===== config.mk =====
export PLATFORM = sky130hd
export DESIGN_NAME = exponentiator_top
export DESIGN_NICKNAME = d
export VERILOG_FILES = /design/src/logic/ntm_ctrl_pkg.sv /design/src/logic/ntm_fixed_pkg.sv /design/src/logic/exponentiator_top.sv /design/src/logic/fixed_multiplier.sv /design/src/logic/scalar_exponentiator.sv /design/src/logic/vector_exponentiator.sv
export SDC_FILE = /design/constraint.sdc
export NUM_CORES = 2
export LEC_CHECK = 0
export BUFFER_PORTS_ARGS = -buffer_cell sky130_fd_sc_hd__buf_2
export CORE_ASPECT_RATIO = 1.75
export CORE_UTILIZATION = 41
export CTS_BUF_LIST = sky130_fd_sc_hd__clkbuf_4 sky130_fd_sc_hd__clkbuf_8 sky130_fd_sc_hd__clkbuf_16
export CTS_CLUSTER_DIAMETER = 60
export DETAILED_ROUTE_END_ITERATION = 16
export HOLD_SLACK_MARGIN = 0.06
export RECOVER_POWER = 25
export SYNTH_ARGS = -nofsm -noshare
export SYNTH_HDL_FRONTEND = slang
export SYNTH_SLANG_ARGS = --single-unit

===== constraint.sdc =====
create_clock -name CLK -period 12.9 [get_ports CLK]
set_input_delay 0.645 -clock CLK [delete_from_list [all_inputs] [get_ports CLK]]
set_output_delay 0.645 -clock CLK [all_outputs]
set_load 0.1 [all_outputs]

===== src/logic/ntm_ctrl_pkg.sv =====
// Sequencer encodings for the exponential unit.
// One type per FSM, vector level and scalar level.
package ntm_ctrl_pkg;

  //////////////////////////////
  // Vector sequencer
  //////////////////////////////

  // Idle / wait for element / wait for result
  typedef enum logic [1:0] {
    STARTER = 2'd0,
    INPUT   = 2'd1,
    ENDER   = 2'd2
  } vector_state_t;

  //////////////////////////////
  // Scalar sequencer
  //////////////////////////////

  // MUL_X multiplies term by x, MUL_INV by 1/k and accumulates
  typedef enum logic [1:0] {
    IDLE    = 2'd0,
    MUL_X   = 2'd1,
    MUL_INV = 2'd2,
    DONE    = 2'd3
  } scalar_state_t;

endpackage


===== src/logic/ntm_fixed_pkg.sv =====
// Fixed-point number format shared by the exponential datapath.
// Holds the default word geometry and the Taylor coefficient helper.
// Referenced by scoped name from the top level and the scalar unit.
package ntm_fixed_pkg;

  //////////////////////////////
  // Default format
  //////////////////////////////

  // Word width of every element
  localparam int DEFAULT_DATA_SIZE = 32;

  // Q16.16 by default
  localparam int DEFAULT_FRAC_SIZE = 16;

  // Terms of the series, k = 0 .. TERMS-1
  localparam int DEFAULT_TERMS = 8;

  // Element counter width, vectors up to 255 long
  localparam int DEFAULT_CONTROL_SIZE = 8;

  //////////////////////////////
  // Coefficients
  //////////////////////////////

  // Round-to-nearest of 2^frac_size / k
  // Usable as a constant function for ROM contents
  function automatic longint reciprocal(input int k, input int frac_size);
    longint one;
    one = longint'(1) << frac_size;
    return (one + longint'(k / 2)) / longint'(k);
  endfunction

endpackage


===== src/logic/exponentiator_top.sv =====
// Top level of the vector exponential unit.
// Parameters default to the number-format package and pass straight down.
`timescale 1ns/1ps

module exponentiator_top #(
  parameter int DATA_SIZE    = ntm_fixed_pkg::DEFAULT_DATA_SIZE,
  parameter int FRAC_SIZE    = ntm_fixed_pkg::DEFAULT_FRAC_SIZE,
  parameter int TERMS        = ntm_fixed_pkg::DEFAULT_TERMS,
  parameter int CONTROL_SIZE = ntm_fixed_pkg::DEFAULT_CONTROL_SIZE
) (
  input  logic                    CLK,
  input  logic                    RST,
  input  logic                    START,
  input  logic [CONTROL_SIZE-1:0] SIZE_IN,
  input  logic                    DATA_IN_ENABLE,
  input  logic [DATA_SIZE-1:0]    DATA_IN,
  output logic                    READY,
  output logic                    DATA_OUT_ENABLE,
  output logic [DATA_SIZE-1:0]    DATA_OUT
);

  // Vector sequencer with its scalar unit
  vector_exponentiator #(
    .DATA_SIZE   (DATA_SIZE),
    .FRAC_SIZE   (FRAC_SIZE),
    .TERMS       (TERMS),
    .CONTROL_SIZE(CONTROL_SIZE)
  ) u_vector (
    .CLK            (CLK),
    .RST            (RST),
    .START          (START),
    .SIZE_IN        (SIZE_IN),
    .DATA_IN_ENABLE (DATA_IN_ENABLE),
    .DATA_IN        (DATA_IN),
    .READY          (READY),
    .DATA_OUT_ENABLE(DATA_OUT_ENABLE),
    .DATA_OUT       (DATA_OUT)
  );

endmodule


===== src/logic/fixed_multiplier.sv =====
// Combinational signed fixed-point multiplier.
// Full product, arithmetic shift by the fraction width, then clamp
// to the signed word range.
`timescale 1ns/1ps

module fixed_multiplier #(
  parameter int DATA_SIZE = 32,
  parameter int FRAC_SIZE = 16
) (
  input  logic signed [DATA_SIZE-1:0] a,
  input  logic signed [DATA_SIZE-1:0] b,
  output logic signed [DATA_SIZE-1:0] product
);

  // Clamp limits
  localparam logic signed [DATA_SIZE-1:0] MAX_WORD = {1'b0, {(DATA_SIZE-1){1'b1}}};
  localparam logic signed [DATA_SIZE-1:0] MIN_WORD = {1'b1, {(DATA_SIZE-1){1'b0}}};

  // Double width product and its rescaled form
  logic signed [2*DATA_SIZE-1:0] full;
  logic signed [2*DATA_SIZE-1:0] shifted;

  // Bits above the kept word, including its sign bit
  logic [DATA_SIZE:0] upper;
  logic               overflow;

  assign full    = a * b;
  assign shifted = full >>> FRAC_SIZE;
  assign upper   = shifted[2*DATA_SIZE-1:DATA_SIZE-1];

  // Fits only when all upper bits copy the sign
  assign overflow = !((&upper) || !(|upper));

  always_comb begin
    if (overflow) begin
      // Direction from the true sign of the product
      product = shifted[2*DATA_SIZE-1] ? MIN_WORD : MAX_WORD;
    end else begin
      product = shifted[DATA_SIZE-1:0];
    end
  end

endmodule


===== src/logic/scalar_exponentiator.sv =====
// Iterative exponential of one fixed-point value by truncated Taylor series.
// Pulse start with data_in; ready pulses with data_out after a fixed
// 2*(TERMS-1)+1 cycles counted from the cycle after start.
// One shared multiplier alternates between x and the 1/k coefficient.
`timescale 1ns/1ps

module scalar_exponentiator #(
  parameter int DATA_SIZE = 32,
  parameter int FRAC_SIZE = 16,
  parameter int TERMS     = 8
) (
  input  logic                        CLK,
  input  logic                        RST,
  input  logic                        start,
  input  logic signed [DATA_SIZE-1:0] data_in,
  output logic                        ready,
  output logic signed [DATA_SIZE-1:0] data_out
);

  //////////////////////////////
  // Constants
  //////////////////////////////

  localparam int K_W = (TERMS > 2) ? $clog2(TERMS) : 1;

  // Fixed-point one, first term and initial sum
  localparam logic signed [DATA_SIZE-1:0] ONE = DATA_SIZE'(1) << FRAC_SIZE;

  localparam logic signed [DATA_SIZE-1:0] MAX_WORD = {1'b0, {(DATA_SIZE-1){1'b1}}};
  localparam logic signed [DATA_SIZE-1:0] MIN_WORD = {1'b1, {(DATA_SIZE-1){1'b0}}};

  localparam logic [K_W-1:0] LAST_K = K_W'(TERMS - 1);

  //////////////////////////////
  // Signals
  //////////////////////////////

  ntm_ctrl_pkg::scalar_state_t state;

  // Term index, 1 .. TERMS-1
  logic [K_W-1:0] k;

  // Datapath registers
  logic signed [DATA_SIZE-1:0] x_reg;
  logic signed [DATA_SIZE-1:0] term;
  logic signed [DATA_SIZE-1:0] sum;

  // Multiplier operands and result
  logic signed [DATA_SIZE-1:0] mul_b;
  logic signed [DATA_SIZE-1:0] product;

  // Saturating accumulator
  logic signed [DATA_SIZE:0]   sum_wide;
  logic signed [DATA_SIZE-1:0] sum_next;

  // Coefficient ROM, entry 0 unused
  logic signed [DATA_SIZE-1:0] recip_rom [0:(1<<K_W)-1];

  //////////////////////////////
  // Datapath
  //////////////////////////////

  assign recip_rom[0] = '0;
  for (genvar i = 1; i < (1 << K_W); i++) begin : g_recip
    assign recip_rom[i] = DATA_SIZE'(ntm_fixed_pkg::reciprocal(i, FRAC_SIZE));
  end

  // x on the first half of each step, 1/k on the second
  assign mul_b = (state == ntm_ctrl_pkg::MUL_X) ? x_reg : recip_rom[k];

  fixed_multiplier #(
    .DATA_SIZE(DATA_SIZE),
    .FRAC_SIZE(FRAC_SIZE)
  ) u_mul (
    .a      (term),
    .b      (mul_b),
    .product(product)
  );

  // Add the finished term, clamp on overflow
  assign sum_wide = sum + product;
  assign sum_next = (sum_wide[DATA_SIZE] != sum_wide[DATA_SIZE-1]) ?
                    (sum_wide[DATA_SIZE] ? MIN_WORD : MAX_WORD) :
                    sum_wide[DATA_SIZE-1:0];

  //////////////////////////////
  // Sequencer
  //////////////////////////////

  always_ff @(posedge CLK or posedge RST) begin
    if (RST) begin
      state <= ntm_ctrl_pkg::IDLE;
      k     <= '0;
      ready <= 1'b0;
    end else begin
      // Single cycle strobe
      ready <= 1'b0;
      case (state)
        ntm_ctrl_pkg::IDLE: begin
          if (start) begin
            k     <= K_W'(1);
            state <= ntm_ctrl_pkg::MUL_X;
          end
        end
        ntm_ctrl_pkg::MUL_X: begin
          state <= ntm_ctrl_pkg::MUL_INV;
        end
        ntm_ctrl_pkg::MUL_INV: begin
          if (k == LAST_K) begin
            state <= ntm_ctrl_pkg::DONE;
          end else begin
            k     <= k + 1'b1;
            state <= ntm_ctrl_pkg::MUL_X;
          end
        end
        ntm_ctrl_pkg::DONE: begin
          ready <= 1'b1;
          state <= ntm_ctrl_pkg::IDLE;
        end
      endcase
    end
  end

  // Term, sum and result follow the sequencer state
  always_ff @(posedge CLK) begin
    case (state)
      ntm_ctrl_pkg::IDLE: begin
        if (start) begin
          x_reg <= data_in;
          term  <= ONE;
          sum   <= ONE;
        end
      end
      ntm_ctrl_pkg::MUL_X: begin
        // term * x
        term <= product;
      end
      ntm_ctrl_pkg::MUL_INV: begin
        // (term * x) / k, new term joins the sum
        term <= product;
        sum  <= sum_next;
      end
      ntm_ctrl_pkg::DONE: begin
        data_out <= sum;
      end
    endcase
  end

endmodule


===== src/logic/vector_exponentiator.sv =====
// Vector exponential sequencer around one scalar exponentiator.
// START samples SIZE_IN, then each DATA_IN_ENABLE beat feeds one element.
// Each result leaves on a DATA_OUT_ENABLE strobe; READY marks the last.
`timescale 1ns/1ps

module vector_exponentiator #(
  parameter int DATA_SIZE    = 32,
  parameter int FRAC_SIZE    = 16,
  parameter int TERMS        = 8,
  parameter int CONTROL_SIZE = 8
) (
  input  logic                    CLK,
  input  logic                    RST,
  input  logic                    START,
  input  logic [CONTROL_SIZE-1:0] SIZE_IN,
  input  logic                    DATA_IN_ENABLE,
  input  logic [DATA_SIZE-1:0]    DATA_IN,
  output logic                    READY,
  output logic                    DATA_OUT_ENABLE,
  output logic [DATA_SIZE-1:0]    DATA_OUT
);

  //////////////////////////////
  // Signals
  //////////////////////////////

  ntm_ctrl_pkg::vector_state_t state;

  // Vector length and current element
  logic [CONTROL_SIZE-1:0] size_int;
  logic [CONTROL_SIZE-1:0] index_loop;

  // Scalar unit handshake
  logic                 scalar_start;
  logic                 scalar_ready;
  logic [DATA_SIZE-1:0] scalar_data_in;
  logic [DATA_SIZE-1:0] scalar_data_out;

  // Element taken this cycle
  logic accept;

  assign accept = (state == ntm_ctrl_pkg::INPUT) && DATA_IN_ENABLE;

  //////////////////////////////
  // Control
  //////////////////////////////

  always_ff @(posedge CLK or posedge RST) begin
    if (RST) begin
      state           <= ntm_ctrl_pkg::STARTER;
      size_int        <= '0;
      index_loop      <= '0;
      scalar_start    <= 1'b0;
      READY           <= 1'b0;
      DATA_OUT_ENABLE <= 1'b0;
      DATA_OUT        <= '0;
    end else begin
      // Strobes default low
      READY           <= 1'b0;
      DATA_OUT_ENABLE <= 1'b0;
      scalar_start    <= 1'b0;
      case (state)
        ntm_ctrl_pkg::STARTER: begin
          if (START) begin
            size_int   <= SIZE_IN;
            index_loop <= '0;
            if (SIZE_IN == '0) begin
              // Empty vector, finish at once
              READY <= 1'b1;
            end else begin
              state <= ntm_ctrl_pkg::INPUT;
            end
          end
        end
        ntm_ctrl_pkg::INPUT: begin
          // Every element restarts the scalar unit
          if (accept) begin
            scalar_start <= 1'b1;
            state        <= ntm_ctrl_pkg::ENDER;
          end
        end
        ntm_ctrl_pkg::ENDER: begin
          if (scalar_ready) begin
            DATA_OUT        <= scalar_data_out;
            DATA_OUT_ENABLE <= 1'b1;
            if (index_loop == size_int - 1'b1) begin
              READY <= 1'b1;
              state <= ntm_ctrl_pkg::STARTER;
            end else begin
              index_loop <= index_loop + 1'b1;
              state      <= ntm_ctrl_pkg::INPUT;
            end
          end
        end
        default: begin
          state <= ntm_ctrl_pkg::STARTER;
        end
      endcase
    end
  end

  // Element register, loaded with the accepting beat
  always_ff @(posedge CLK) begin
    if (accept) begin
      scalar_data_in <= DATA_IN;
    end
  end

  //////////////////////////////
  // Scalar unit
  //////////////////////////////

  scalar_exponentiator #(
    .DATA_SIZE(DATA_SIZE),
    .FRAC_SIZE(FRAC_SIZE),
    .TERMS    (TERMS)
  ) u_scalar (
    .CLK     (CLK),
    .RST     (RST),
    .start   (scalar_start),
    .data_in (scalar_data_in),
    .ready   (scalar_ready),
    .data_out(scalar_data_out)
  );

endmodule


-- Word level (Yosys, flattened, before mapping)
Memories as Yosys holds them, arrays and structs flattened.
Index checks and enable logic that the tools add are counted.
- $add $sub $neg: 4
- reductions and logical operators: 20
- bitwise logic cells: 1
- order comparisons: 1
- multiply operators: 1
- equality and inequality tests: 15
- mux-type cells: 36
- operators by type and width (kind ; count):
    2-to-1 mux 32 bit ; 8
    one-hot mux 32 bit (2 select lines) ; 2
    multiplier 32 x 32 -> 64 bit ; 1
    adder 32 x 32 -> 33 bit ; 1
    2-to-1 mux 8 bit ; 3
    AND reduction 17 bit ; 1
    OR reduction 17 bit ; 1
    one-hot mux 8 bit (2 select lines) ; 1
    2-to-1 mux 2 bit ; 6
    2-to-1 mux 1 bit ; 10
    != test 2 bit (second input constant) ; 5
    AND reduction 2 bit ; 5
    adder 8 x 1 -> 8 bit (second input constant) ; 1
    equality test 8 bit ; 1
    logical NOT 8 bit ; 1
    one-hot mux 2 bit (4 select lines) ; 1
    AND reduction 4 bit ; 2
    subtractor 8 x 1 -> 8 bit (second input constant) ; 1
    equality test 2 bit (second input constant) ; 3
    2-to-1 mux 3 bit ; 2
    one-hot mux 2 bit (3 select lines) ; 1
    one-hot mux 3 bit (2 select lines) ; 1
    nonzero test 2 bit ; 3
    equality test 2 x 1 -> 1 bit (second input constant) ; 2
    13 further kinds ; 15
- memories: 1
- output and inout port bits: 34
- flip-flop bits (word level): 219
- bits in read-only memories: 256
- input port bits: 44
- word-level logic and storage cells: 94
- memories (memory ; depth ; bits a word ; rd ports ; clocked after Yosys merged registers in ; write ports ; line ; RTL):
    (name not given) ; 8 ; 32 ; 1 ; 0 ; 0 ; scalar_exponentiator.sv:69 ; assign mul_b = (state == ntm_ctrl_pkg::MUL_X) ? x_reg : recip_rom[k];

-- Logic depth before layout (Yosys ltp)
- depth after elaboration: 14
- gate-level depth with buffers: 51
- mapped depth without buffers: 46

-- By module
A second synthesis with hierarchy kept.
- cell total of the unflattened synthesis: 4783
- area total of the unflattened synthesis: 46900.0 µm²
- by module, submodules not included (module ; times used ; seq. area each (µm²) ; area each (µm²) ; cells an instance):
    fixed_multiplier ; 1 ; 0.0 ; 36650.2 ; 3921
    scalar_exponentiator ; 1 ; 3993.8 ; 6851.6 ; 559
    vector_exponentiator ; 1 ; 2287.2 ; 3398.3 ; 303

-- Least setup slack after synthesis
OpenSTA, ideal clock, no wires.
- path kind: reg2reg
- from: register u_vector.u_scalar.state[1]
- to: register u_vector.u_scalar.sum[22], data pin
- library setup time: 270 ps
- slack: -192 ps
- period minus slack after synthesis: 13092 ps
- stages on the path, launching flop included: 48
- arrival time: 12821 ps
- required time: 12630 ps
- path buffers: 7
- path through: dfrtp_1 > inv_1 > ha_1 > clkbuf_1 > clkbuf_1 > a22o_1 > clkbuf_1 > nand2_1 > fa_1 > fa_1 > inv_1 > fa_1 > fa_1 > fa_1 > fa_1 > inv_1 > fa_1 > inv_1 > [12 not listed] > o22ai_1 > buf_4 > buf_6 > mux2i_1 > ha_1 > fa_1 > a21o_1 > a21o_1 > a31oi_1 > a311oi_1 > and3_1 > a31o_2 > a2111oi_0 > o21ai_1 > and2_1 > o21ai_2 > clkbuf_1 > o21ai_0
- cells in the longest elaborated chain, start to end: 11
- elaborated cells between the ends (all ways): 16
- those cells by class: 1 x add/sub; 1 x mul; 3 x eq/ne; 6 x mux; 5 x reduce/logical
- RTL lines (element ; line ; RTL):
    start, declared ; scalar_exponentiator.sv:38 ; ntm_ctrl_pkg::scalar_state_t state;
    start signal, assigned ; scalar_exponentiator.sv:92 ; state <= ntm_ctrl_pkg::IDLE;
    start signal, assigned ; scalar_exponentiator.sv:102 ; state <= ntm_ctrl_pkg::MUL_X;
    start signal, assigned ; scalar_exponentiator.sv:106 ; state <= ntm_ctrl_pkg::MUL_INV;
    equality test 2 x 1 -> 1 bit * ; scalar_exponentiator.sv:69 ;
    2-to-1 mux 32 bit * ; scalar_exponentiator.sv:69 ;
    multiplier 32 x 32 -> 64 bit * ; fixed_multiplier.sv:27 ; assign full = a * b;
    OR reduction 17 bit ; fixed_multiplier.sv:32 ; assign overflow = !((&upper) || !(|upper));
    logical NOT 1 bit ; fixed_multiplier.sv:32 ;
    logical OR 1 bit ; fixed_multiplier.sv:32 ;
    2-to-1 mux 32 bit * ; fixed_multiplier.sv:35 ; if (overflow) begin
    named net u_vector.u_scalar.product[0] ; scalar_exponentiator.sv:50 ; logic signed [DATA_SIZE-1:0] product;
    adder 32 x 32 -> 33 bit * ; scalar_exponentiator.sv:81 ; assign sum_wide = sum + product;
    2-to-1 mux 32 bit / != test 1 bit (equally long branches) ; scalar_exponentiator.sv:83, scalar_exponentiator.sv:82 ;
    2-to-1 mux 32 bit * ; scalar_exponentiator.sv:82 ; assign sum_next = (sum_wide[DATA_SIZE] != sum_wide[DATA_SIZE-1]) ?
    one-hot mux 32 bit (2 select lines) * ; scalar_exponentiator.sv:126 ; case (state)
    end signal, assigned ; scalar_exponentiator.sv:141 ; sum <= sum_next;
    end, declared ; scalar_exponentiator.sv:46 ; logic signed [DATA_SIZE-1:0] sum;
Mark *: on every way through the listed nets, which the timed path passes. The rest lies on a longest branch.
A chain may end at the register's enable or synchronous reset.

-- Worst setup path in the final report
- from: register u_vector.u_scalar.state[0]
- to: register u_vector.u_scalar.sum[22], data pin
The elaborated chain is that of the path after synthesis.

==> flow_summary.toml <==
[status]
status = "complete, but fails checks"
violations = "capacitance limit, slew limit"

[cells_and_area]
syn_to_final_growth_pct = 13.5
final_cell_mix = "1075 x fa_1, 1040 x inv_1, 570 x nand2_1, 404 x buf_4, 271 x and2_1"
nets = 6557
final_cell_area_mm2 = 0.0543
drive_above_1_share = 0.139
layout.cells.non_filler = 6735
final_common_cell = "fa_1"

[placement]
dpl-instance-area_mm2 = 0.0527
portBuffers = 77
placed_cells = 6655
place_congestion = 0.990
hpwlAfterDp_mm = 121
pre_cts_ws_ps = -366

[clocking]
ctsLongestPathBuffers = 3
cts_htree_levels = 1
cts_sinks = 219
clk_pin_slew_ps = 60
cts_tree = "yes"
cts-root-buf = "clkbuf_16"
clk_latency_ps = 590
cts_buffers = 29

[sta]
relSlewSlack = -1.23
hold_violations = 0
setup_violations = 0
fmax_mhz = 79.8
timing.final.max_slew_violations = 60
skew_ps = 28.8
worst_pin_slew_ps = 3350
period_needed_ps = 12530
finalCritPeriodShare = 0.971
final.setup.worst_slack_ps = 369

[global_route]
grt_pass1_vias = 39400
grt_max_degree = 84
grt_pass1_wl_mm = 224
track_usage = 0.252
grt_overflow = 0
antenna_found_initial = 5

[detailed_routing]
dr_wl_met3_mm = 4.76
post_drt_wl_per_cell_um = 21.5
wl_met1_mm = 47.7
antenna_left = 0
drc_errors = 0
wl_met2_mm = 82.3
vias = 35500
drtPass1Iterations = 8
routed.top_layer = "met5"
drt_iter0_drc = 1710
routed_wl_mm = 145
viasPerCell = 5.27

[die]
rows = 165
die_w_um = 260
initial_core_util = 0.414
io_pins = 78
core_area_mm2 = 0.116
die_h_um = 454
dieArea_mm2 = 0.118

[critical_path]
critPathMaxFanout = 13
required_ps = 13210
critPathBufInv = 10
cp_data_arrival_time_ps = 12840
cpMaxStageDelayCell = "fa_1"
end_kind = "register"
crit_top_cell = "fa_1"
max_stage_delay_ps = 570
crit_family = "adder cells"
start_kind = "register"
worst-setup-path-type = "reg -> reg"

[synthesis]
synth-edff-count = 160
ys_ff_latch = 219
syn_nets = 6277
yosysWarnings = 0
syn_area_per_cell_um2 = 9.72
synthCells = 4926
synthFlopType = "edfxtp_1"
synthArstFlopShare = 0.269
syn_area_mm2 = 0.0479
synth.distinct_cells = 79
synth-seq-area-share = 0.131

[worst_hold_path]
hold_class = "in -> reg"

[flow_run]
cap_violations = 1
layer usage:
metal | track usage | vias up
li1 | - | 15500
met1 | 0.258 | 18600
met2 | 0.493 | 901
met3 | 0.0213 | 425
met4 | 0.139 | 4
met5 | 0 | -
cells by family (layout without fill, tap and decap cells):
| group | after synthesis | in the layout | synth area share |
|---|---|---|---|
| AOI/OAI and AO/OA | 415 | 415 | 0.0564 |
| buffers and inverters | 1318 | 1621 | 0.105 |
| xor gates and xnor gates | 96 | 96 | 0.0176 |
| adders and majority gates | 1307 | 1307 | 0.511 |
| other | 0 | 3 | 0 |
| DFF | 219 | 219 | 0.131 |
| and+or+nand+nor | 1466 | 1466 | 0.156 |
| muxes | 105 | 105 | 0.0232 |
per-stage QoR:
step	TNS [ps]	utilization	hold slack (ps)
3_3_place_gp	-10710	0.456	401
4_1_cts	0	0.465	193
5_1_grt	-890	0.470	208
3_5_place_dp	-10410	0.456	407
6_report	0	0.470	231
2_1_floorplan	0	-	400
worst reg2reg max path: cells and delay by family (launching register included):
kind            cells  cell delay, ps
compound gates     13            3210
buf+inv            10            1430
fa+ha+maj          11            4880
mux                 2             400
flops               1             450
xor+xnor            1             130
simple gates        9            1770
path summary, 6_finish.rpt:
check / startpoint / to / cells after the start / slack, ps
worst max register to register: u_vector.u_scalar.state[0] / u_vector.u_scalar.sum[22] / 46 / 370
max in group asynchronous: RST / u_vector.u_scalar.k[0] / 3 / 9430
worst min register to register: u_vector.scalar_data_in[20] / u_vector.u_scalar.x_reg[20] / 0 / 420
min in group asynchronous: RST / u_vector.u_scalar.state[0] / 3 / 1360
worst max-delay path: u_vector.u_scalar.state[0] / u_vector.u_scalar.sum[22] / 46 / 370
worst min-delay path: DATA_IN[26] / u_vector.scalar_data_in[26] / 1 / 230
timing repair:
| item | in CTS | in global routing |
|---|---|---|
| endpoints found under the setup margin | 32 | 32 |
| pin swaps | 0 | 20 |
| hold buffers | 0 | 0 |
| cloned | 0 | 3 |
| gates resized for setup | 7 | 67 |
| setup buffers | 0 | 20 |
area by class of cell:
| type | count | area (um2) |
|---|---|---|
| tap | 1503 | 1880 |
| multi-input combinational | 3389 | 37000 |
| clock buffer | 39 | 842 |
| sequential | 219 | 6280 |
| timing repair buffer | 525 | 4220 |
| clock inverter | 15 | 165 |
| antenna | 3 | 7.51 |
| inverter | 1042 | 3910 |
| fill | 11000 | 61300 |
synthesized netlist by cell type, types with 37 or more instances:
cell / number / share of area
clkbuf_1: 264 / 0.021
edfxtp_1: 160 / 0.10
and3_1: 189 / 0.025
xor2_1: 40 / 0.0073
xnor2_1: 56 / 0.010
fa_1: 1082 / 0.45
and2_1: 272 / 0.036
o21ai_0: 100 / 0.010
nand2_1: 574 / 0.045
a21o_1: 58 / 0.0091
nand3_1: 37 / 0.0039
nor2_1: 108 / 0.0085
dfrtp_1: 59 / 0.031
ha_1: 225 / 0.059
mux2i_1: 57 / 0.012
nor2b_1: 139 / 0.018
a21oi_1: 107 / 0.011
mux2_2: 42 / 0.0099
inv_1: 1042 / 0.082
Power is not shown: default switching activity piles up to over one toggle a cycle in this logic, so the estimate is an artifact.
